<file path="src/include/lz_macros.svh">
`ifndef LZ_MACROS_SVH
`define LZ_MACROS_SVH

// block geometry
`define LZ_BLOCK_DEPTH 256 // bytes per block and history
`define LZ_POS_BITS 8      // position width inside a block

// match limits
`define LZ_MAX_MATCH 15    // longest copy, fits the 4-bit length
`define LZ_MIN_MATCH 3     // shorter matches go out as literals

// hash table index width
`define LZ_HASH_BITS 8

// tokens the consumer can hold after reset
`define LZ_CREDITS 4

`endif

</file>
<file path="src/rtl/lzPkg.sv">
`include "lz_macros.svh"

package lzPkg;

  typedef logic [`LZ_POS_BITS-1:0] lzPos_t;    // byte index in block
  typedef logic [3:0] lzLen_t;                 // match length 0..15
  typedef logic [`LZ_POS_BITS-1:0] lzOffset_t; // distance back to match

  // controller sequence, one token at a time
  typedef enum logic [2:0] {
    sIdle,    // waiting for first byte of a block
    sLoad,    // filling the history
    sLookup,  // hash lookup at current position
    sCompare, // comparator running
    sEmit,    // token waits for credit
    sAdvance, // step position by token length
    sDone     // blockDone pulse
  } ctrlState_t;

endpackage

</file>
<file path="src/rtl/hashTable.sv">
`include "lz_macros.svh"

module hashTable import lzPkg::*; (
  input  logic            clock,
  input  logic            arstN,
  input  logic            clearAll,
  input  logic [2:0][7:0] window,
  input  logic            insert,
  input  lzPos_t          insertPos,
  output logic            hit,
  output lzPos_t          candidate
);

  localparam int TableSize = 1 << `LZ_HASH_BITS;

  logic [7:0]               mix;              // xor of the three bytes
  logic [`LZ_HASH_BITS-1:0] idx;              // table index
  lzPos_t                   posMem [TableSize]; // last position per hash
  logic [TableSize-1:0]     valid;            // written in this block

  assign mix = window[0] ^ window[1] ^ window[2];
  assign idx = mix[`LZ_HASH_BITS-1:0];

  // lookup, combinational
  assign hit       = valid[idx];
  assign candidate = posMem[idx];

  always_ff @(posedge clock or negedge arstN) begin
    if (!arstN) begin
      valid <= '0;
    end else if (clearAll) begin
      valid <= '0;              // new block forgets old positions
    end else if (insert) begin
      valid[idx] <= 1'b1;
    end
  end

  always_ff @(posedge clock) begin
    if (insert) begin
      posMem[idx] <= insertPos; // newest position wins
    end
  end

  // positions are inserted in rising order within a block
  aCandidateBehind : assert property (
    @(posedge clock) disable iff (!arstN)
    (insert && hit) |-> (candidate < insertPos)
  );

endmodule

</file>
<file path="config.mk">
export PLATFORM = sky130hd
export DESIGN_NAME = hashTable
export DESIGN_NICKNAME = d
export VERILOG_FILES = /design/src/rtl/lzPkg.sv /design/src/rtl/hashTable.sv
export VERILOG_INCLUDE_DIRS = /design/src /design/src/include
export SDC_FILE = /design/constraint.sdc
export NUM_CORES = 2
export LEC_CHECK = 0
export ABC_AREA = 1
export BUFFER_PORTS_ARGS = -buffer_cell sky130_fd_sc_hd__buf_2
export CAP_MARGIN = 20
export CELL_PAD_IN_SITES_DETAIL_PLACEMENT = 2
export CELL_PAD_IN_SITES_GLOBAL_PLACEMENT = 2
export CORE_UTILIZATION = 42
export DETAILED_ROUTE_END_ITERATION = 6
export PLACE_DENSITY_LB_ADDON = 0.08
export SLEW_MARGIN = 10
export SYNTH_ARGS = -nofsm -noshare
export SYNTH_HDL_FRONTEND = slang
export SYNTH_SLANG_ARGS = --single-unit
</file>
<file path="constraint.sdc">
create_clock -name clock -period 2.85 [get_ports clock]
set_input_delay 0.4275 -clock clock [delete_from_list [all_inputs] [get_ports clock]]
set_output_delay 0.4275 -clock clock [all_outputs]
set_load 0.005 [all_outputs]
</file>
* Word-level counts from Yosys, hierarchy flattened
Memories as Yosys holds them, arrays and structs flattened.
Cells that the tools add are included.
** Operators by class
- Multipliers :: 0
- Shift-type cells :: 0
- Divide/modulo/power cells :: 0
- Reduce and logical (&&, ||, !) cells :: 2
- Magnitude comparators :: 2
- Muxes and demuxes :: 8
- Eq/ne operators :: 0
- Bitwise logic cells :: 3
- Add/subtract/negate cells :: 0
** Operator list (count)
- 256-bit two-way mux :: 2
- 256-bit bitwise OR :: 1
- 8-bit XOR :: 2
- 8-bit by 9-bit less-than comparator with 1-bit output, second input constant :: 1
- 1-bit binary-select mux with 8-bit select :: 1
- 1-bit demux with 8-bit select :: 1
- 8-bit by 1-bit greater-or-equal comparator with 1-bit output, second input constant :: 1
- 1-bit two-way mux :: 4
- 2-bit nonzero test :: 1
- 1-bit logical AND :: 1
** Storage, ports and cells
- Memory bits (read-only) :: 0
- Input port bits :: 36
- Word-level logic and storage cells :: 17
- Output and inout bits :: 9
- Bits in latches :: 0
- Memories :: 1
- Bits in registers :: 256
- Memory bits (writable) :: 2048
** Memory list
- posMem :: words 256, bits a word 8, read ports 1, clocked after memory_dff 0, write ports 1, RTL line hashTable.sv:18 : lzPos_t posMem [TableSize];

* Longest topological paths before layout
- Depth in word-level cells :: 9
- Gate-level depth with buffers :: 19
- Depth with buffers taken out :: 16

* Worst setup path after synthesis
No wires, ideal clock.
- Path type :: input -> register
- Start point :: in window[8] (netlist name)
- End point :: mem posMem[106][0] (netlist name), enable pin
- Cell stages on the path :: 14
- Path slack :: 0.349 ns
- Required time :: 2.476 ns
- Data arrival time :: 2.127 ns
- Library setup time :: 0.374 ns
- Buffers on the path :: 3
- Cells stage by stage :: inv_1 nand2_1 nand3_1 nand2_1 buf_4 buf_2 nor2_1 inv_2 nor2_1 inv_2 nor2_1 inv_2 buf_4 nor2_1
** Between the ends
- Longest elaborated chain between the ends :: 2
** RTL lines
- start: declaration :: RTL line hashTable.sv:7 : input logic [2:0][7:0] window,
- 8-bit XOR (2 in series) :: RTL line hashTable.sv:21 : assign mix = window[0] ^ window[1] ^ window[2];
- end: declaration :: RTL line hashTable.sv:18
No other way between the ends.

* Final worst setup path
- Start point :: in window[0] (netlist name)
- End point :: out candidate[3]
** Between the ends
- Longest elaborated chain between the ends :: 3
** RTL lines
- 8-bit XOR (2 in series) :: RTL line hashTable.sv:21
- memory read 256 x 8 bit
- end: declaration :: RTL line hashTable.sv:11 : output lzPos_t candidate
No other way between the ends.

==> results by group <==
Power
  • P per Cell Area: 704 mW/mm²
  • Overall power of the completed layout: 0.0876 W
  • Worst ir drop on vdd: 0.000563 V
  • Static Leakage: 53.0 nW

Logic synthesis
  • Post-synth top area cell: edfxtp_1
  • Sequential fraction of the synthesis area: 69.5%
  • Fraction of post-synthesis cell area in the top cell type by area: 62.9%
  • Post-Syn Area: 0.0978 mm²
  • Net count of the mapped netlist: 10000
  • Post-synthesis instance total: 10000
  • Count of warnings emitted by yosys: 0
  • Largest cells by area after synthesis: edfxtp_1 63%, nand2_1 22%, dfrtp_1 6.6%
  • Syn Area/Cell: 9.78 µm²
  • Unique masters post-synth: 25
  • Flip-flop and latch count after synthesis: 2304

Die
  • Die area: 0.235 mm²
  • Chip width: 484 µm
  • IO Count: 45
  • Core ar.: 0.231 mm²
  • Count of standard-cell rows: 176
  • Initial cell density of the core: 42.4%
  • Overall die height: 484 µm

CTS
  • TritonCTS Buffers: 279
  • Clock root cell: clkbuf_16
  • CTS H-tree lvls: 5
  • TritonCTS clock tree: yes
  • Clock insertion delay at the later pin of the skew report: 0.95 ns
  • Clock input transition at the sequential cells of the worst setup and hold paths: 0.07 ns
  • Number of clock sinks: 2304
  • CTS Buffer Depth: 4

GRT
  • Number of global-route vias before repair: 91900
  • Maximum number of pins on one net before global-route repair: 77
  • Routing usage on met3: 5.55%
  • Global route overflow: 0
  • First-pass GRT wire length: 650000 µm
  • Antenna violations before repair: 22
  • GRT Total Usage: 38.0%
  • Global-route met1 utilization: 44.6%
  • Global-route layer with the greatest usage: met2
  • Met2 routing resource usage after global routing: 66.0%

Worst setup path
  • Slowest cell on the critical path: nor2_4
  • Kind of capture point of the worst setup path: output port
  • Reg2reg start: valid[128]
  • Critical path class: input port to output port
  • Register-to-Register Setup Slack: 1.96 ns
  • Critical path, cell by cell: buf_12, clkinv_8, nand2_8, nand3_4, nand2_8, buf_16, buf_16, buf_16, buf_12, nand2_2, nand2_2, nand2_2, nand2_1, nand2_2, nand4_1, nand2_2, nand2_2, nor2_4, nor2_4, nor2_4, nand2_4, buf_6
  • Slowest stage delay, CP: 0.23 ns
  • Required time of the critical path: 2.42 ns
  • R2r worst-path depth: 2
  • Most repeated library cell on the critical path: nand2_2
  • End of the worst register-to-register path: valid[128]
  • Critical path arrival: 3.36 ns
  • CP Max Fanout: 8
  • Startpoint types: input port

Status
  • Violated checks: negative hold slack, negative setup slack
  • Result of the run: finished, violations left

Route
  • Number of violations reported at the end of detailed-routing iteration 0: 8768
  • Total detailed-routing wirelength: 477000 µm
  • Drt pass-1 iters: 5
  • Total DRC errors in the routed layout: 0
  • Vias: 83700
  • Mean routed wirelength per cell: 33.7 µm
  • Detail Route Antenna Nets: 0
  • Via-per-instance ratio: 5.91

Worst hold path
  • Classification of the worst-slack hold path: input port to async pin

Timing
  • Number of slew-limit violations in the final report: 0
  • RSZ-0062 raised after global routing: true
  • Minimum setup slack in the final design: -0.941 ns
  • Worst-margin pin slew: 1.19 ns
  • Setup Viol. Count Final: 63
  • Time the worst path needs with I/O delays and setup: 3.79 ns
  • Final-report hold violation count: 2
  • Crit share post-route: 133%
  • Smallest hold slack: -0.00602 ns
  • Highest clock rate: 264 MHz
  • Worst clock skew: 0 ns
  • Headroom to the max-slew limit: 20.2%

Final layout
  • Share of final-layout standard cells stronger than drive strength 1: 19.5%
  • Layout Nets: 11000
  • Final non-filler cell total: 14200
  • Utilization of the core after routing: 54.0%
  • Area growth syn-to-layout: 27.3%
  • Fill count: 22700

Placement
  • Placer congestion estimate: 0.853
  • Final HPWL DP: 248000 µm
  • Total instance count after detailed placement: 13500
  • Buffers added on ports: 44

Run
  • Max-cap check violation count: 0
-- state kept, by name, summed over array words and instances, names as in the netlist --
register,cells
posMem,2048
valid,256
-- layout by cell type, fill, tap and decap left out, types with 6 or more instances in the layout --
cell,instances
buf_12,215
clkbuf_8,28
dfrtp_1,255
nand3_2,11
o21ai_2,60
nor2_4,50
buf_8,31
o21ai_1,28
nand2_4,43
inv_2,33
nand4_1,22
nand2_8,10
xor2_1,7
diode_2,14
clkinv_1,47
buf_2,26
buf_16,56
nor2_1,808
o21ai_4,33
inv_1,35
bufbuf_16,23
buf_6,72
bufinv_16,11
clkinv_2,26
edfxtp_1,2048
buf_4,720
nand2_2,339
dlygate4sd3_1,9
nand2_1,5385
inv_6,6
clkbuf_16,307
nor2_2,53
clkbuf_1,84
nand3_1,225
-- per-stage QoR --
step                hold slack, ns  setup TNS, ns  setup WS (ns)  area [µm²]
finish                    -0.00602         -11.04         -0.941      124000
detailed placement           0.354        -658.25          -1.78      110000
CTS                         0.0153          -6.21         -0.719      122000
global route                0.0167          -9.59         -0.973      124000
global placement             0.356        -488.08          -1.70      110000
floorplan                    0.132              0          0.349       97800
-- power breakdown --
| part | switching, W | internal [W] |
|---|---|---|
| clock network | 0.0156 | 0.0201 |
| logic | 0.0100 | 0.00484 |
| registers | 0.0000758 | 0.0369 |
| total | 0.0257 | 0.0619 |
-- layout make-up --
type | count | area (µm²) | share of cell area (%)
timing repair buffer | 1173 | 14000 | 11.3
timing repair inverter | 1 | 8.76 | 0.00704
clock inverter | 86 | 681 | 0.547
inverter | 77 | 338 | 0.272
multi-input combinational | 7091 | 29800 | 23.9
tap | 3026 | 3790 | 3.04
antenna | 14 | 35.0 | 0.0282
clock buffer | 398 | 7860 | 6.32
sequential | 2304 | 67900 | 54.6
-- cells in the mapped netlist, drive strengths merged --
master  instances
edfxtp       2048
o21ai         123
clkinv          1
nand3         241
nand2        5775
nor3            1
inv            76
nor2          911
clkbuf        288
dfrtp         256
o21ba           1
buf           243
a21oi           1
xor2           11
nand4          22
xnor2           3
-- per-layer routing --
| metal | wire length (µm) | up-vias |
|---|---|---|
| met5 | 103 | - |
| met4 | 35700 | 12 |
| met3 | 32900 | 1624 |
| met2 | 235000 | 4416 |
| met1 | 173000 | 43500 |
| li1 | - | 34100 |
-- what timing repair did --
| item | 4_1_cts | 5_1_grt |
|---|---|---|
| gates resized for setup | 608 | 412 |
| endpoints found under the hold margin | 386 | 0 |
| hold buffers | 9 | 0 |
| cloned | 48 | 22 |
| pin swaps | 157 | 199 |
| endpoints found under the setup margin | 9 | 9 |
| setup buffers | 77 | 22 |
-- worst max-delay path by stage --
stage | startpoint | to | slack [ns] | cells past startpoint
global placement | window[8] | candidate[2] | -1.70 | 22
CTS | window[8] | candidate[7] | -0.72 | 24
finish | window[0] | candidate[3] | -0.94 | 22
global route | window[0] | candidate[4] | -0.97 | 23
detailed placement | window[0] | candidate[2] | -1.78 | 22
floorplan | window[8] | posMem[106][0] | 0.35 | 14
-- worst max-delay path, delay by kind of cell --
| family | cells | cell delay, ns |
|---|---|---|
| and+or+nand+nor | 15 | 1.76 |
| buffers and inverters | 7 | 1.08 |
-- kinds of logic after synthesis --
group / after synthesis / share of synthesized area [%]
AOI/OAI and AO/OA: 125 / 0.645
xor gates and xnor gates: 14 / 0.141
buffers and inverters: 608 / 2.60
DFF: 2304 / 69.5
and+or+nand+nor: 6950 / 27.2
(Power assumes the default switching activity.)
