[src/include/lz_macros.svh]
`ifndef LZ_MACROS_SVH
`define LZ_MACROS_SVH

// block geometry
`define LZ_BLOCK_DEPTH 256 // bytes per block and history
`define LZ_POS_BITS 8      // position width inside a block

// match limits
`define LZ_MAX_MATCH 15    // longest copy, fits the 4-bit length
`define LZ_MIN_MATCH 3     // shorter matches go out as literals

// hash table index width
`define LZ_HASH_BITS 8

// tokens the consumer can hold after reset
`define LZ_CREDITS 4

`endif

[src/rtl/lzPkg.sv]
`include "lz_macros.svh"

package lzPkg;

  typedef logic [`LZ_POS_BITS-1:0] lzPos_t;    // byte index in block
  typedef logic [3:0] lzLen_t;                 // match length 0..15
  typedef logic [`LZ_POS_BITS-1:0] lzOffset_t; // distance back to match

  // controller sequence, one token at a time
  typedef enum logic [2:0] {
    sIdle,    // waiting for first byte of a block
    sLoad,    // filling the history
    sLookup,  // hash lookup at current position
    sCompare, // comparator running
    sEmit,    // token waits for credit
    sAdvance, // step position by token length
    sDone     // blockDone pulse
  } ctrlState_t;

endpackage

[src/rtl/matchController.sv]
`include "lz_macros.svh"

module matchController import lzPkg::*; (
  input  logic                  clock,
  input  logic                  arstN,
  input  logic                  inValid,
  input  logic [7:0]            inByte,
  input  logic                  inLast,
  input  logic [7:0]            curByte, // history byte at curPos
  input  logic                  hit,
  input  lzPos_t                candidate,
  input  logic                  finished,
  input  lzLen_t                matchLen,
  input  logic                  haveCredit,
  output logic                  inReady,
  output logic                  wrEn,
  output lzPos_t                wrAddr,
  output logic [7:0]            wrData,
  output lzPos_t                curPos,
  output logic                  insert,
  output logic                  clearAll,
  output logic                  start,
  output lzPos_t                candPos,
  output logic [`LZ_POS_BITS:0] blockLen,
  output logic                  spend,
  output logic                  tokenValid,
  output logic                  tokenIsCopy,
  output logic [7:0]            tokenLiteral,
  output lzOffset_t             tokenOffset,
  output lzLen_t                tokenLength,
  output logic                  blockDone
);

  ctrlState_t            state;
  logic [`LZ_POS_BITS:0] lenCnt;   // bytes loaded so far
  logic [`LZ_POS_BITS:0] nextPos;  // position after current token
  logic                  accept;   // byte handshake
  logic                  lastByte; // inLast or history full
  logic                  canHash;  // p+2 inside the block
  logic                  lastTok;

  assign accept   = inValid && inReady;
  assign lastByte = inLast || (lenCnt == (`LZ_POS_BITS+1)'(`LZ_BLOCK_DEPTH - 1));
  assign canHash  = ({1'b0, curPos} + (`LZ_POS_BITS+1)'(2)) < blockLen;
  assign nextPos  = {1'b0, curPos} + {{(`LZ_POS_BITS-3){1'b0}}, tokenLength};
  assign lastTok  = nextPos >= blockLen;

  assign blockLen = lenCnt;

  // history write straight from the input port
  assign wrEn   = accept;
  assign wrAddr = lenCnt[`LZ_POS_BITS-1:0];
  assign wrData = inByte;

  always_comb begin
    inReady    = (state == sIdle) || (state == sLoad);
    clearAll   = (state == sIdle) && accept;        // table reset at block start
    insert     = (state == sLookup) && canHash;     // every token start
    start      = (state == sLookup) && canHash && hit;
    tokenValid = (state == sEmit) && haveCredit;    // one cycle per token
    spend      = tokenValid;
    blockDone  = (state == sDone);
  end

  always_ff @(posedge clock or negedge arstN) begin
    if (!arstN) begin
      state        <= sIdle;
      lenCnt       <= '0;
      curPos       <= '0;
      candPos      <= '0;
      tokenIsCopy  <= 1'b0;
      tokenLiteral <= '0;
      tokenOffset  <= '0;
      tokenLength  <= '0;
    end else begin
      case (state)
        sIdle, sLoad: begin
          if (accept) begin
            lenCnt <= lenCnt + (`LZ_POS_BITS+1)'(1);
            state  <= lastByte ? sLookup : sLoad;
          end
        end
        sLookup: begin
          candPos      <= candidate;  // table changes after insert
          tokenIsCopy  <= 1'b0;       // literal unless compare says so
          tokenLiteral <= curByte;
          tokenOffset  <= '0;
          tokenLength  <= lzLen_t'(1);
          state        <= (canHash && hit) ? sCompare : sEmit;
        end
        sCompare: begin
          if (finished) begin
            if (matchLen >= lzLen_t'(`LZ_MIN_MATCH)) begin
              tokenIsCopy  <= 1'b1;
              tokenLiteral <= '0;
              tokenOffset  <= curPos - candPos;
              tokenLength  <= matchLen;
            end
            state <= sEmit;
          end
        end
        sEmit: begin
          if (haveCredit) begin   // otherwise hold, token stays put
            if (lastTok) begin
              curPos <= '0;       // parked before next load
              state  <= sDone;
            end else begin
              state <= sAdvance;
            end
          end
        end
        sAdvance: begin
          curPos <= nextPos[`LZ_POS_BITS-1:0];
          state  <= sLookup;
        end
        sDone: begin
          lenCnt <= '0;
          state  <= sIdle;
        end
        default: state <= sIdle;
      endcase
    end
  end

endmodule

[config.mk]
export PLATFORM = sky130hd
export DESIGN_NAME = matchController
export DESIGN_NICKNAME = d
export VERILOG_FILES = /design/src/rtl/lzPkg.sv /design/src/rtl/matchController.sv
export VERILOG_INCLUDE_DIRS = /design/src /design/src/include
export SDC_FILE = /design/constraint.sdc
export NUM_CORES = 1
export LEC_CHECK = 0
export ABC_AREA = 1
export BUFFER_PORTS_ARGS = -buffer_cell sky130_fd_sc_hd__buf_2
export CAP_MARGIN = 5
export CORE_ASPECT_RATIO = 1.1
export CORE_UTILIZATION = 35
export CTS_CLUSTER_DIAMETER = 100
export DETAILED_ROUTE_END_ITERATION = 10
export HOLD_SLACK_MARGIN = 0.12
export SKIP_CTS_REPAIR_TIMING = 1
export SYNTH_ARGS = -nofsm -noshare
export SYNTH_HDL_FRONTEND = slang
export SYNTH_SLANG_ARGS = --single-unit
[constraint.sdc]
create_clock -name clock -period 2.6 [get_ports clock]
set_input_delay 0.26 -clock clock [delete_from_list [all_inputs] [get_ports clock]]
set_output_delay 0.26 -clock clock [all_outputs]
set_load 0.05 [all_outputs]
; ---- Word-level counts from Yosys, hierarchy flattened
; Cells that the tools add are included.
[word_totals]
regBits = 49
latchBits = 0
ramBits = 0
romBits = 0
in_bits = 35
mem_count = 0
[op_classes]
n_addsub = 4
n_mul = 0
div = 0
order_cmp = 3
eq_ne = 12
n_shift = 0
n_mux = 24
n_bitwise = 0
reduce_logical = 17
[ops]
columns = cell, n
row1 = 8-bit 2-to-1 mux, 6
row2 = 8-bit case mux with 2 select lines, 3
row3 = 9-bit case mux with 2 select lines, 1
row4 = 3-bit case mux with 5 select lines, 1
row5 = 3-bit 2-to-1 mux, 4
row6 = 2-bit inequality test (second input constant), 5
row7 = 8-bit by 2-bit adder with 9-bit output (second input constant), 1
row8 = 8-bit by 4-bit adder with 9-bit output, 1
row9 = 9-bit by 1-bit adder with 9-bit output (second input constant), 1
row10 = 3-bit == test (second input constant), 3
row11 = 9-bit by 8-bit == test with 1-bit output (second input constant), 1
row12 = 9-bit greater-or-equal comparator, 1
row13 = 9-bit < comparator, 1
row14 = 9-bit 2-to-1 mux, 1
row15 = 3-bit AND reduction, 3
row16 = 4-bit 2-to-1 mux, 2
row17 = 4-bit case mux with 2 select lines, 1
row18 = 8-bit subtractor, 1
row19 = 3-bit by 2-bit == test with 1-bit output (second input constant), 2
row20 = 1-bit logical AND, 6
row21 = 2-bit nonzero test, 3
row22 = 4-bit by 2-bit greater-or-equal comparator with 1-bit output (second input constant), 1
row23 = 2-bit 2-to-1 mux, 2
row24 = 3-bit by 1-bit == test with 1-bit output (second input constant), 1
row25 = other kinds (6), 8

; ---- Longest topological paths before layout
[logic_depth]
ltp_word = 5
ltp_mapped = 18
depth_no_buf = 18

; ---- Worst setup path after synthesis
; No wires, ideal clock.
[synth_timing]
path_type = reg-to-reg
start = reg curPos[1]
end = reg state[1]
arrival_time_ns = 3.106
required_time_ns = 2.535
setup_slack_ns = -0.571
stages_incl_launch_ff = 15
n_path_buf = 0
period_less_slack_ns = 3.171
cell_sequence = dfrtp_1 -> ha_1 -> nand3_1 -> nor3_1 -> xor2_1 -> ha_1 -> nand2_1 -> inv_1 -> a21oi_1 -> nand4_1 -> nor2_1 -> nor2_1 -> nand2_1 -> nand2_1 -> nand2_1
[synth_via]
elab_chain_len = 5
elab_cells_between_ends = 9
classes_between = add/sub (2) / order compare (2) / mux (4) / reduce/logical (1)
[synth_rtl]
columns = element, line
row1 = "start, declared", matchController.sv:19  ; output lzPos_t curPos,
row2 = "start signal, assigned", matchController.sv:113  ; curPos <= nextPos[`LZ_POS_BITS-1:0];
row3 = 8-bit by 4-bit adder with 9-bit output or 8-bit by 2-bit adder with 9-bit output (tied branches), "matchController.sv:45, matchController.sv:44"
row4 = 9-bit greater-or-equal comparator or 9-bit < comparator (tied branches), "matchController.sv:46, matchController.sv:44"
row5 = 2-bit 2-to-1 mux or 1-bit logical AND (tied branches), "matchController.sv:104, matchController.sv:89"
row6 = "3-bit 2-to-1 mux, on equally long branches", "matchController.sv:103, matchController.sv:89"
row7 = 3-bit case mux with 5 select lines (*), matchController.sv:76  ; case (state)
row8 = "end signal, assigned", matchController.sv:80  ; state <= lastByte ? sLookup : sLoad;
row9 = "end signal, assigned", matchController.sv:106  ; state <= sDone;
row10 = "end signal, assigned", matchController.sv:108  ; state <= sAdvance;
row11 = "end, declared", matchController.sv:34  ; ctrlState_t state;
; Every way passes the cells marked *; elsewhere a longest branch is shown, timed or not. The select of a mux whose other input is x is not followed.
; A chain may end at the register's enable or synchronous reset.

; ---- Final worst setup path
[layout_timing]
start = reg curPos[1]
end = out start
[layout_via]
elab_chain_len = 4
[layout_rtl]
columns = element, line
row1 = 8-bit by 2-bit adder with 9-bit output, matchController.sv:44  ; assign canHash = ({1'b0, curPos} + (`LZ_POS_BITS+1)'(2)) < blockLen;
row2 = 9-bit < comparator, matchController.sv:44
row3 = 1-bit logical AND (2 in series), matchController.sv:59  ; start = (state == sLookup) && canHash && hit;
row4 = "end, declared", matchController.sv:22  ; output logic start,
; No other way between the ends.

==> flow_summary.ini <==
[yosys]
ys_seq_elements = 49
synth.distinct_cells = 34
syn_nets = 491
synth_top_area_frac = 0.370
synth_async_sr_flop_share = 1.00
yosys_warnings = 0
synth_edf_count = 0
synthTopCellsByCount = 115 x nand2_1, 55 x inv_1, 49 x dfrtp_1, 31 x ha_1, 23 x nor2_1
yosys.area.top_type = dfrtp_1
ys.flop_type = dfrtp_1
post-synth-top-count-cell = nand2_1
netlist_area_mm2 = 0.00331
ys_seq_area_frac = 0.370
synth_area_leaders = dfrtp_1 37%, nand2_1 13%, ha_1 12%
synth_cells = 423
syn_avg_cell_area_um2 = 7.84

[place]
hpwl_mm = 6.54
placed_cells = 623
post-place-ws_ns = -0.193
gp_congestion = 0.822
port_buffers = 88

[routing]
dr_total_vias = 3034
met1_length_mm = 3.80
top_layer_used = met4
routed_via_density = 4.76
wl_met2_mm = 4.26
drtAntennaViolNets = 0
met3RoutedLength_um = 258
drt_iter0_drc = 141
wl_per_cell_um = 13.2
first_pass_iters = 4
drc_errors = 0
wirelength_mm = 8.43

[worst_setup_path]
worstPathRequired_ns = 2.34
startpoint = curPos[1]
critical_path_class = reg2out
start_kind = flip-flop
crit_arrival_ns = 2.53
cp_cell_sequence = ha_4 > nand3_4 > nor3_2 > xor2_1 > ha_1 > nand2_2 > inv_2 > a21oi_4 > nand4_1 > nor2_4 > buf_6
slowest_delay_ns = 0.49
cp_slowest_cell = dfrtp_4
r2r-start = tokenLength[0]
critPathCaptureType = output pin
critPathMaxFanout = 6

[sta]
setup_viol = 12
slew_headroom = 0.630
tns_ns = -1.37
post-route-min-period_ns = 2.79
worst_slew_pin_slew_ns = 0.554
rsz0062_at_grt = true
drv_slew = 0
fmaxAchievable_mhz = 358
layout_setup_ws_ns = -0.192
hold_viol_final = 0
clock_skew_ns = 0.00394
fin_crit_sh = 1.07

[clock_tree]
clkSlewWorstSetupHoldPaths_ns = 0.10
htreeDepth = 2
clk_latency_ns = 0.31
clock-sinks = 49
cts_tree = built
cts_root_buffer = clkbuf_8
cts_made_buffers = 5
clk_path_buf_depth = 2

[job]
drv_cap = 0

[global_routing]
gr-total-overflow = 0
grt_pass1_wl_mm = 13.1
grt_pass1_vias = 2695
grt_max_degree = 24
grt_usage = 0.169
antenna_found_initial = 0

[hold_path]
hp-start = candidate[0]
hold_path.class = in2reg

[die]
fp-row-count = 36
io_pins = 105
die_x_um = 94.8
die_y_um = 104
start_util = 0.368
core_mm2 = 0.00901
die_area_mm2 = 0.00986

[layout]
drive_gt1_frac = 0.350
nFillCells = 928
syn_to_final_growth_pct = 28.8
nets = 590
num_antenna_cells = 0
fin_util = 0.474
fin_cells = 637

[power]
vdd_drop_max_v = 0.000563
power_w = 0.00625
leakage_nw = 2.34
p_per_area_mw_per_mm2 = 1470

[run_status]
status = complete, but fails checks
violations = setup timing
-- logic make-up (layout without fill, tap and decap cells) --
group	count (synthesis)	after routing	share of synthesized area
fa+ha+maj	33	33	0.129
flops	49	49	0.370
xor+xnor	14	14	0.0370
simple gates	187	187	0.241
compound gates	58	58	0.107
buf+inv	82	182	0.116
-- layer usage --
layer | vias up | track usage
li1 | 1551 | -
met1 | 1422 | 0.227
met2 | 50 | 0.274
met3 | 11 | 0.0227
met4 | 0 | 0.0595
met5 | - | 0
-- critical path: cells and delay by family (launching register included) --
| kind | cells | cell delay (ns) |
|---|---|---|
| flip-flops | 1 | 0.49 |
| AO/OA/AOI/OAI | 1 | 0.16 |
| adder cells (fa/ha/maj) | 2 | 0.44 |
| AND/OR/NAND/NOR | 5 | 0.73 |
| buffers and inverters | 2 | 0.22 |
| XOR/XNOR | 1 | 0.19 |
-- power breakdown --
part | internal, W | switching, W
sequential | 0.00105 | 0.000269
combinational | 0.00150 | 0.00295
clock | 0.000195 | 0.000295
total | 0.00274 | 0.00351
-- state kept, by name, indices dropped and copies added (netlist names) --
name and count:
tokenLength 4, curPos 8, tokenOffset 8, candPos 8, tokenIsCopy 1, state 3
tokenLiteral 8, blockLen 9
-- placed cells by master, fill, tap and decap left out, types with 5 or more instances in the layout --
| master | instances |
|---|---|
| nand3_1 | 19 |
| xor2_1 | 9 |
| inv_1 | 53 |
| ha_1 | 26 |
| buf_4 | 24 |
| dfrtp_1 | 42 |
| nor2_2 | 9 |
| ha_4 | 5 |
| a22o_1 | 12 |
| nand2_2 | 14 |
| buf_2 | 86 |
| clkbuf_8 | 5 |
| nor2_1 | 18 |
| nand2_1 | 103 |
| dfrtp_2 | 6 |
| o21ai_0 | 15 |
| a21oi_1 | 16 |
| inv_2 | 6 |
-- stage by stage --
stage | hold WS, ns | area [µm²]
floorplan | -0.0356 | 3400
global placement | 0.277 | 3980
detailed placement | 0.293 | 3980
CTS | -0.0653 | 4070
global route | 0.127 | 4270
finish | 0.142 | 4270
-- worst paths after layout --
path                       cells past startpoint             end  slack (ns)
max reg2reg                                   18       curPos[5]       -0.13
min                                            3      candPos[0]        0.14
max                                           11           start       -0.19
max in group asynchronous                      3  tokenOffset[4]        1.50
min in group asynchronous                      2  tokenLength[1]        0.46
min reg2reg                                    2  tokenOffset[7]        0.49
-- area by class of cell --
type,count,area (µm²),share of cell area
clock buffer,5,68.8,0.0161
clock inverter,3,25.0,0.00586
inverter,60,226,0.0531
multi-input combinational,292,1910,0.448
sequential,49,1240,0.290
tap,114,143,0.0334
timing repair buffer,114,654,0.153
No activity file was read; power rests on OpenSTA's default activity.
