File: src/include/lz_macros.svh
`ifndef LZ_MACROS_SVH
`define LZ_MACROS_SVH

// block geometry
`define LZ_BLOCK_DEPTH 256 // bytes per block and history
`define LZ_POS_BITS 8      // position width inside a block

// match limits
`define LZ_MAX_MATCH 15    // longest copy, fits the 4-bit length
`define LZ_MIN_MATCH 3     // shorter matches go out as literals

// hash table index width
`define LZ_HASH_BITS 8

// tokens the consumer can hold after reset
`define LZ_CREDITS 4

`endif

File: src/rtl/creditCounter.sv
`include "lz_macros.svh"

module creditCounter (
  input  logic clock,
  input  logic arstN,
  input  logic spend,
  input  logic creditReturn,
  output logic haveCredit
);

  localparam int CntBits = $clog2(`LZ_CREDITS + 1);

  logic [CntBits-1:0] credits; // tokens the consumer can still take

  always_ff @(posedge clock or negedge arstN) begin
    if (!arstN) begin
      credits <= CntBits'(`LZ_CREDITS); // full after reset
    end else begin
      case ({spend, creditReturn})
        2'b10:   credits <= credits - CntBits'(1);
        2'b01:   credits <= credits + CntBits'(1);
        default: credits <= credits; // both or neither
      endcase
    end
  end

  assign haveCredit = (credits != '0);

  aNoSpendAtZero : assert property (
    @(posedge clock) disable iff (!arstN)
    spend |-> (credits != '0)
  );

  // consumer must not hand back more than it got
  aNoOverReturn : assert property (
    @(posedge clock) disable iff (!arstN)
    credits <= CntBits'(`LZ_CREDITS)
  );

endmodule

File: config.mk
export PLATFORM = sky130hd
export DESIGN_NAME = creditCounter
export DESIGN_NICKNAME = d
export VERILOG_FILES = /design/src/rtl/creditCounter.sv
export VERILOG_INCLUDE_DIRS = /design/src /design/src/include
export SDC_FILE = /design/constraint.sdc
export NUM_CORES = 1
export LEC_CHECK = 0
export BUFFER_PORTS_ARGS = -buffer_cell sky130_fd_sc_hd__buf_2
export CORE_AREA = 10 10 47 49
export DETAILED_ROUTE_END_ITERATION = 7
export DIE_AREA = 0 0 57 59
export SLEW_MARGIN = 10
export SYNTH_ARGS = -nofsm -noshare
export SYNTH_HDL_FRONTEND = slang
export SYNTH_SLANG_ARGS = --single-unit
export TNS_END_PERCENT = 1
File: constraint.sdc
create_clock -name clock -period 3.5 [get_ports clock]
set_input_delay 0.35 -clock clock [delete_from_list [all_inputs] [get_ports clock]]
set_output_delay 0.35 -clock clock [all_outputs]
set_load 0.05 [all_outputs]
## Word level (Yosys, flattened, before mapping)

Index checks and enable logic that the tools add are counted.

- $add $sub $neg: 2
- Multipliers: 0
- Div/mod/pow operators: 0
- Magnitude comparators: 0
- Equality and inequality tests: 2
- Shifts and indexed selects: 0
- Mux-type cells: 1
- Bitwise logic cells: 0
- Reductions and logical operators: 2

Operators by type and width:

| cell | count |
|---|---|
| $pmux W3 S2 | 1 |
| $add A3 B1 Y3 const B | 1 |
| $reduce_bool A3 Y1 | 1 |
| $sub A3 B1 Y3 const B | 1 |
| $eq A2 B1 Y1 const B | 1 |
| $eq A2 B2 Y1 const B | 1 |
| $reduce_bool A2 Y1 | 1 |

- Register bits after elaboration: 3
- Latch bits: 0
- Memory bits (writable): 0
- ROM bits: 0
- Bits of input ports: 4
- Output and inout port bits: 1
- Memories kept: 0

## Logic depth before layout (Yosys ltp)

Gate-level depths: netlist of run 1.

- Depth after elaboration: 2
- Depth in mapped cells: 7

## Least setup slack after synthesis of run 1

OpenSTA, ideal clock, no wires.

- Path type: input-to-reg
- From: input spend
- To: register credits[2]
- Library setup time: 0.075 ns
- Data arrival time: 1.350 ns
- Path slack: 2.075 ns
- Stages: 7
- Path buffers: 0
- Cells stage by stage: inv_1 > ha_1 > inv_1 > fa_1 > xor2_1 > nor2_1 > xor2_1

- Cells in the longest elaborated chain, start to end: 2

Ends and longest elaborated chain:

| item | RTL line | RTL |
|---|---|---|
| from (decl) | creditCounter.sv:6 | `input logic spend,` |
| $eq A2 B1 Y1 or $eq A2 B2 Y1 (tied branches) | creditCounter.sv:19 | `case ({spend, creditReturn})` |
| $pmux W3 S2 or $reduce_bool A2 Y1 (tied branches) | -- |  |
| to (signal assigned) | creditCounter.sv:20 | `2'b10: credits <= credits - CntBits'(1);` |
| to (signal assigned) | creditCounter.sv:21 | `2'b01: credits <= credits + CntBits'(1);` |
| to (signal assigned) | creditCounter.sv:22 | `default: credits <= credits;` |
| to (decl) | creditCounter.sv:13 | `logic [CntBits-1:0] credits;` |

Several ways; a longest one is shown, not always the timed one.
A chain may end at the register's enable or synchronous reset.

## Final worst setup path of run 1

- From: register credits[0]
- To: output haveCredit

- Cells in the longest elaborated chain, start to end: 1

Ends and longest elaborated chain:

| item | RTL line | RTL |
|---|---|---|
| from (signal assigned) | creditCounter.sv:17 | `` credits <= CntBits'(`LZ_CREDITS); `` |
| from (signal assigned) | creditCounter.sv:20 |  |
| from (signal assigned) | creditCounter.sv:21 |  |
| $reduce_bool A3 Y1 | creditCounter.sv:27 | `assign haveCredit = (credits != '0);` |
| to (decl) | creditCounter.sv:8 | `output logic haveCredit` |

Every way passes these cells.

==> qor.yml, run 1 <==
synthesis:
  synth-async-reset-ratio: 1.00
  yosys.area.top_type_share: 0.305
  yosysUniqueCellTypes: 10
  ys_seq_elements: 3
  yosys-top-cells-area: "dfrtp_1, dfstp_2, fa_1"
  synth_edf_count: 0
  syn-cell-area_um2: 164
  synth_warnings: 0
  ys.flop_type: "dfrtp_1"
  ys_seq_area_frac: 0.466
  syn-num-nets: 19
  syn_inst: 13
  syn_area_per_cell_um2: 12.6
  synth_common_cells: "dfrtp_1, inv_1, xor2_1"
  synth_area_leader_cell: "dfrtp_1"
timing:
  fmax_ghz: 0.644
  tightest_slew_ns: 0.256
  rsz0062_at_grt: "no"
  fin_crit_ns: 1.55
  drv_slew: 0
  skew_ns: 0.00125
  finalSetupViolations: 0
  finalHoldViolCount: 0
  tns_ns: 0
  relSlewSlack: 0.830
  period_share: 0.443
clock_network:
  cts_tree: "yes"
  postCtsSetupBuffers: 0
  clockBufferDepth: 2
  insertion_delay_ns: 0.23
  clk_pin_slew_ns: 0.03
  htreeDepth: 1
  cts_root_buf: "clkbuf_4"
  cts_made_buffers: 3
  ctsResizeCount: 0
  cts.sinks: 3
placed_design:
  io_buffers: 4
  placed_area_um2: 204
  gp_congestion: 0.594
power_and_ir_drop:
  p_leak_nw: 0.109
  p_per_area_nw_per_um2: 848
  finalPower_w: 0.000204
  vdd.ir_drop.worst_v: 0.000119
cells_and_area:
  top_register: "credits"
  fillers: 168
  fin_nets: 29
  regArea_um2: 76.3
  layout-drive-gt1-share: 0.409
  largest_reg_flops: 3
  top_regs: "credits: 3 flops"
  fin_area_um2: 240
  syn_to_final_growth_pct: 46.6
  n_antenna_cell: 0
  multi_input_comb_area_um2: 80.1
global_routing:
  antenna_found_initial: 0
  grt_pass1_wl_um: 489
  grt_max_degree: 4
  overflow: 0
  grt_usage: 0.0247
  first_global_vias: 117
worst_setup_path:
  r2r_cells: 4
  path_max_fanout: 3
  worstPathArrival_ns: 1.20
  slowest_delay_ns: 0.41
  critical_path_buf_inv_count: 1
  required_ns: 3.15
  start_kind: "flip-flop"
  cp-end-kind: "output port"
  worstReg2RegStart: "credits[0]"
  r2r_end: "credits[2]"
  r2r_slack_ns: 2.17
  cpLargestDelayFamily: "flip-flops"
  crit_chain: "or3_1 > buf_2"
  path_class: "reg2out"
  slowest_stage: "dfrtp_1"
routing:
  first_iter_violations: 1
  dr.pass1.iters: 2
  vias: 117
  drc_errors: 0
  wire_per_inst_um: 8.50
  antenna_left: 0
  drt-vias-per-instance: 3.08
  wl_um: 323
floorplanning:
  die_w_um: 57
  start_util: 0.117
  ioPinCount: 5
  fp-row-count: 14
  core-area_um2: 1400
  die_h_um: 59
  die_area_um2: 3360
flow_run:
  drv_cap: 0
outcome:
  outcome: "finished, final reports clean"
worst_hold_path:
  hold_class: "in2async"
==> power breakdown <==
group          switching (W)   total, W  internal [W]
clock network      0.0000162  0.0000588     0.0000426
logic              0.0000366  0.0000691     0.0000326
registers          0.0000174  0.0000757     0.0000583
total              0.0000702   0.000204      0.000133
==> layout by cell type (no fill, tap or decap), drive strengths merged <==
master | netlist | final
clkbuf | 0 | 4
ha | 1 | 1
dfstp | 1 | 1
mux2 | 1 | 1
xor2 | 2 | 2
inv | 2 | 2
or3 | 1 | 1
fa | 1 | 1
xnor2 | 1 | 1
buf | 0 | 4
dlygate4sd3 | 0 | 1
dfrtp | 2 | 2
nor2 | 1 | 1
==> cell type report <==
type	count	area share
timing repair buffer	5	0.125
inverter	2	0.0313
sequential	3	0.318
multi-input combinational	8	0.333
clock buffer	4	0.109
tap	16	0.0833
==> per-stage QoR <==
| stage | hold slack, ns | cells | setup slack [ns] | utilization |
|---|---|---|---|---|
| floorplan | 0.0544 | 13 | 2.07 | - |
| global placement | 0.147 | 33 | 1.92 | 0.146 |
| detailed placement | 0.151 | 33 | 1.90 | 0.146 |
| CTS | 0.441 | 38 | 1.93 | 0.171 |
| global route | 0.457 | 38 | 1.89 | 0.171 |
| finish | 0.452 | 38 | 1.95 | 0.171 |
==> cell families (layout without fill, tap and decap cells) <==
logic type / after synthesis / in the layout / share of synthesized area
XOR/XNOR: 3 / 3 / 0.160
flip-flops: 3 / 3 / 0.466
adder cells (fa/ha/maj): 2 / 2 / 0.198
AND/OR/NAND/NOR: 2 / 2 / 0.0611
buffers and inverters: 2 / 11 / 0.0458
multiplexers: 1 / 1 / 0.0687
==> repair_timing <==
| item | in CTS | in global routing |
|---|---|---|
| setup endpoints to repair | 0 | 0 |
| hold buffers | 1 | 0 |
| hold endpoints to repair | 2 | 0 |
==> layer usage <==
layer  part of all wire  track usage  up-vias
met3               0.14       0.0279        0
met2               0.36       0.0202        5
li1                   -            -       57
met4                  0       0.0403        0
met1               0.50       0.0226       55
met5                  0            0        -
==> worst max-delay path by stage <==
stage               startpoint         end  depth (start not counted)
floorplan                spend  credits[2]                          7
global placement         spend  credits[2]                          8
global route        credits[0]  haveCredit                          2
finish              credits[0]  haveCredit                          2
CTS                 credits[0]  haveCredit                          2
detailed placement       spend  credits[2]                          8
No activity file was read; power rests on OpenSTA's default activity.
==> run 2: changes to the inputs <==
==> constraint.sdc (replaced) <==
create_clock -name clock -period 1.4 [get_ports clock]
set_input_delay 0.14 -clock clock [delete_from_list [all_inputs] [get_ports clock]]
set_output_delay 0.14 -clock clock [all_outputs]
set_load 0.05 [all_outputs]
==> run 2 against run 1 <==
Compared with the run above: flip-flop and latch count is the same; combinational power grew to 4.3 times the previous value; count of clock-buffer cells in the layout is the same; register-to-register slack lost 2.1 ns; total power grew to 3.1 times the previous value; non-clock buffer count grew 3; core utilization grew 3.1 points; via count grew 13%; highest routed layer is now met4; cell area grew 18%; sequential power grew 140%; worst hold slack lost 0.22 ns; sequential share of layout area shrank 4.9 points.
==> qor.yml, run 2 (synthesis results as in run 1) <==
outcome:
  outcome: "finished, final reports clean"
timing:
  drv_slew: 0
  rsz0062_at_grt: "yes"
  finalHoldViolCount: 0
  relSlewSlack: 0.913
  fin_crit_ns: 1.38
  tns_ns: 0
  period_share: 0.989
  tightest_slew_ns: 0.129
  finalSetupViolations: 0
  setup_slack_ns: 0.0159
  fmax_ghz: 0.723
  skew_ns: 0.000298
cells_and_area:
  top_regs: "credits: 3 flops"
  layout-drive-gt1-share: 0.560
  syn_to_final_growth_pct: 73.3
  fin_cells: 41
  fin_nets: 32
  top_register: "credits"
  n_antenna_cell: 0
  fillers: 167
  final_cell_mix: "clkbuf_4, buf_2"
  largest_reg_flops: 3
floorplanning:
  fp-row-count: 14
  ioPinCount: 5
  start_util: 0.117
  die_w_um: 57
  die_area_um2: 3360
  die_h_um: 59
  core-area_um2: 1400
worst_setup_path:
  start_kind: "flip-flop"
  slowest_stage: "dfrtp_1"
  r2r_end: "credits[2]"
  r2r_slack_ns: 0.09
  path_max_fanout: 2
  required_ns: 1.26
  path_class: "reg2out"
  worstPathArrival_ns: 1.24
  slowest_delay_ns: 0.38
  r2r_cells: 5
  endpoint: "haveCredit"
  cp-end-kind: "output port"
  crit_path_start: "credits[0]"
  crit_chain: "buf_6 > or3_4 > buf_8"
  worstReg2RegStart: "credits[0]"
placed_design:
  dp.cells: 34
  gp_congestion: 0.584
  io_buffers: 4
  pre_cts_slack_ns: 0.00539
global_routing:
  overflow: 0
  grt_usage: 0.0325
  first_global_vias: 152
  grt_pass1_wl_um: 676
  grt_max_degree: 4
  antenna_found_initial: 0
power_and_ir_drop:
  p_sw_w: 0.000201
  finalPower_w: 0.000631
  seqPwrFrac: 0.289
  comb_power_share: 0.471
  p_int_w: 0.000430
  swShare: 0.319
  vdd.ir_drop.worst_v: 0.000409
  p_leak_nw: 0.131
  clkPwrFrac: 0.240
  p_per_area_nw_per_um2: 2220
worst_hold_path:
  hold_class: "in2async"
routing:
  antenna_left: 0
  vias: 132
  drc_errors: 0
  drt-vias-per-instance: 3.22
  wl_um: 355
  wire_per_inst_um: 8.66
  first_iter_violations: 0
  dr.pass1.iters: 1
clock_network:
  cts.sinks: 3
  htreeDepth: 1
  cts_root_buf: "clkbuf_4"
  cts_made_buffers: 3
  clk_pin_slew_ns: 0.04
  clockBufferDepth: 2
  cts_tree: "yes"
  insertion_delay_ns: 0.23
flow_run:
  drv_cap: 0
[run 2: final cells by class]
type / instances / area (um^2) / area share
inverters: 2 / 7.51 / 0.0264
well taps: 16 / 20.0 / 0.0705
flip-flops and latches: 3 / 76.3 / 0.269
repair buffers: 8 / 66.3 / 0.233
multi-input cells: 8 / 87.6 / 0.308
clock buffers: 4 / 26.3 / 0.0925
[run 2: metal layers]
metal / track usage / up-vias / wire, um
met2: 0.0310 / 7 / 120
met4: 0.0503 / 0 / 25
li1: - / 64 / -
met1: 0.0239 / 57 / 124
met3: 0.0429 / 4 / 85
met5: 0 / - / 0
[run 2: worst min-delay path by stage]
stage	endpoint	slack [ns]	depth (start not counted)
5_1_grt	credits[1]	0.24	2
6_report	credits[1]	0.23	2
3_3_place_gp	credits[0]	-0.06	1
4_1_cts	credits[1]	0.23	2
2_1_floorplan	credits[0]	-0.16	0
3_5_place_dp	credits[1]	-0.06	1
[run 2: repair_timing]
item / 4_1_cts / 5_1_grt
resized for setup: 4 / 2
setup buffers: 1 / 1
hold buffers: 1 / 0
setup endpoints to repair: 1 / 2
endpoints found under the hold margin: 3 / 0
pin swaps: 2 / 4
[run 2: power groups by stage]
stage	sequential, W	combinational (W)	clock (W)
2_1_floorplan	0.000180	0.000144	0
3_3_place_gp	0.000185	0.000192	0
3_5_place_dp	0.000185	0.000204	0
4_1_cts	0.000181	0.000266	0.000161
5_1_grt	0.000192	0.000333	0.000169
6_report	0.000182	0.000297	0.000152
[run 2: critical path: cells and delay by family, from the launching register on]
| family | cells | cell delay (ns) |
|---|---|---|
| flip-flops | 1 | 0.38 |
| buffers and inverters | 2 | 0.28 |
| AND/OR/NAND/NOR | 1 | 0.36 |
[run 2: metrics by stage]
| step | hold slack, ns | instance area, um^2 | utilization |
|---|---|---|---|
| finish | 0.234 | 284 | 0.203 |
| floorplan | -0.156 | 164 | - |
| global route | 0.236 | 284 | 0.203 |
| detailed placement | -0.0628 | 211 | 0.151 |
| CTS | 0.232 | 268 | 0.191 |
| global placement | -0.0623 | 211 | 0.151 |
==> run 3: changes to the inputs <==
--- a/config.mk
+++ b/config.mk
@@ -10,6 +10,7 @@
 export CORE_AREA = 10 10 47 49
 export DETAILED_ROUTE_END_ITERATION = 7
 export DIE_AREA = 0 0 57 59
+export RECOVER_POWER = 100
 export SLEW_MARGIN = 10
 export SYNTH_ARGS = -nofsm -noshare
 export SYNTH_HDL_FRONTEND = slang
==> run 3 against run 2 <==
Compared with the run above: non-clock buffer count did not move; first-iteration DRC count did not move; global-route usage did not move; cell count did not move; core utilization fell by 0.089 points; total power barely moved; worst hold slack improved by 0.013 ns; die area did not move; clock skew did not move; flip-flop and latch count did not move; critical path depth did not move; sequential power barely moved; largest cell class unchanged.
==> qor.yml, run 3 (synthesis results as in run 1) <==
worst_setup_path:
  start_kind: "flip-flop"
  worstReg2RegStart: "credits[0]"
  cp-end-kind: "output port"
  crit_path_start: "credits[0]"
  endpoint: "haveCredit"
  worstPathArrival_ns: 1.24
  r2r_slack_ns: 0.09
  r2r_end: "credits[2]"
  r2r_cells: 5
  path_class: "reg2out"
  path_max_fanout: 2
  required_ns: 1.26
outcome:
  outcome: "finished, final reports clean"
routing:
  first_iter_violations: 0
  drt-vias-per-instance: 3.22
  wl_um: 353
  vias: 132
  dr.pass1.iters: 1
  wire_per_inst_um: 8.61
  drc_errors: 0
  antenna_left: 0
cells_and_area:
  largest_reg_flops: 3
  regArea_um2: 76.3
  fillers: 165
  fin_nets: 32
  layout-drive-gt1-share: 0.520
  n_antenna_cell: 0
  final_common_cell: "clkbuf_4"
  syn_to_final_growth_pct: 72.5
  multi_input_comb_area_um2: 87.6
  top_regs: "credits: 3 flops"
  top_register: "credits"
clock_network:
  cts_root_buf: "clkbuf_4"
  htreeDepth: 1
  clk_pin_slew_ns: 0.04
  insertion_delay_ns: 0.23
  cts_made_buffers: 3
  cts.sinks: 3
  clockBufferDepth: 2
  cts_tree: "yes"
timing:
  fin_crit_ns: 1.38
  tightest_slew_ns: 0.161
  rsz0062_at_grt: "yes"
  finalSetupViolations: 0
  tns_ns: 0
  setup_slack_ns: 0.0159
  fmax_ghz: 0.723
  skew_ns: 0.000298
  period_share: 0.989
  finalHoldViolCount: 0
  relSlewSlack: 0.893
  drv_slew: 0
global_routing:
  grt_pass1_wl_um: 676
  grt_max_degree: 4
  first_global_vias: 152
  overflow: 0
  grt_usage: 0.0325
  antenna_found_initial: 0
floorplanning:
  core-area_um2: 1400
  die_h_um: 59
  fp-row-count: 14
  start_util: 0.117
  die_w_um: 57
  ioPinCount: 5
  die_area_um2: 3360
placed_design:
  io_buffers: 4
  gp_congestion: 0.584
  pre_cts_slack_ns: 0.00539
power_and_ir_drop:
  p_per_area_nw_per_um2: 2230
  vdd.ir_drop.worst_v: 0.000409
  p_leak_nw: 0.128
flow_run:
  drv_cap: 0
worst_hold_path:
  hold_class: "in2async"
## run 3: worst min path at each step
stage / slack, ns / end / from
after floorplan: -0.16 / credits[0] / arstN
after global placement: -0.06 / credits[0] / arstN
after detailed placement: -0.06 / credits[1] / arstN
after CTS: 0.23 / credits[1] / arstN
after global routing: 0.26 / credits[1] / arstN
final: 0.25 / credits[1] / arstN
## run 3: area by class of cell
type / count / share of cell area
repair buffers: 8 / 0.230
well taps: 16 / 0.0708
clock buffers: 4 / 0.0929
inverters: 2 / 0.0265
multi-input cells: 8 / 0.310
flip-flops and latches: 3 / 0.270
## run 3: where the power goes
part           switching, W  internal [W]  total [W]
clock             0.0000448      0.000107   0.000152
sequential        0.0000366      0.000146   0.000182
combinational      0.000120      0.000177   0.000297
total              0.000201      0.000429   0.000630
## run 3: through the flow
stage | std cells | cell area, um^2 | total power (W) | utilization | hold WS, ns
floorplan | 13 | 164 | 0.000324 | - | -0.156
global placement | 34 | 211 | 0.000377 | 0.151 | -0.0623
detailed placement | 34 | 211 | 0.000390 | 0.151 | -0.0628
CTS | 40 | 268 | 0.000608 | 0.191 | 0.232
global route | 41 | 283 | 0.000693 | 0.202 | 0.256
finish | 41 | 283 | 0.000630 | 0.202 | 0.247
## run 3: critical path, stage by stage (launching register included)
cell and delay, ns:
dfrtp_1 0.38, buf_6 0.12, or3_4 0.36, buf_8 0.16
## run 3: timing repair
item / 4_1_cts / 5_1_grt
setup buffers: 1 / 1
endpoints found under the setup margin: 1 / 2
pin swaps: 2 / 4
hold buffers: 1 / 0
endpoints found under the hold margin: 3 / 0
gates resized for setup: 4 / 2
## run 3: routing by layer
layer / global-route usage / part of all wire / vias up
li1: - / - / 64
met1: 0.0239 / 0.35 / 57
met2: 0.0310 / 0.34 / 7
met3: 0.0429 / 0.24 / 4
met4: 0.0503 / 0.071 / 0
met5: 0 / 0 / -
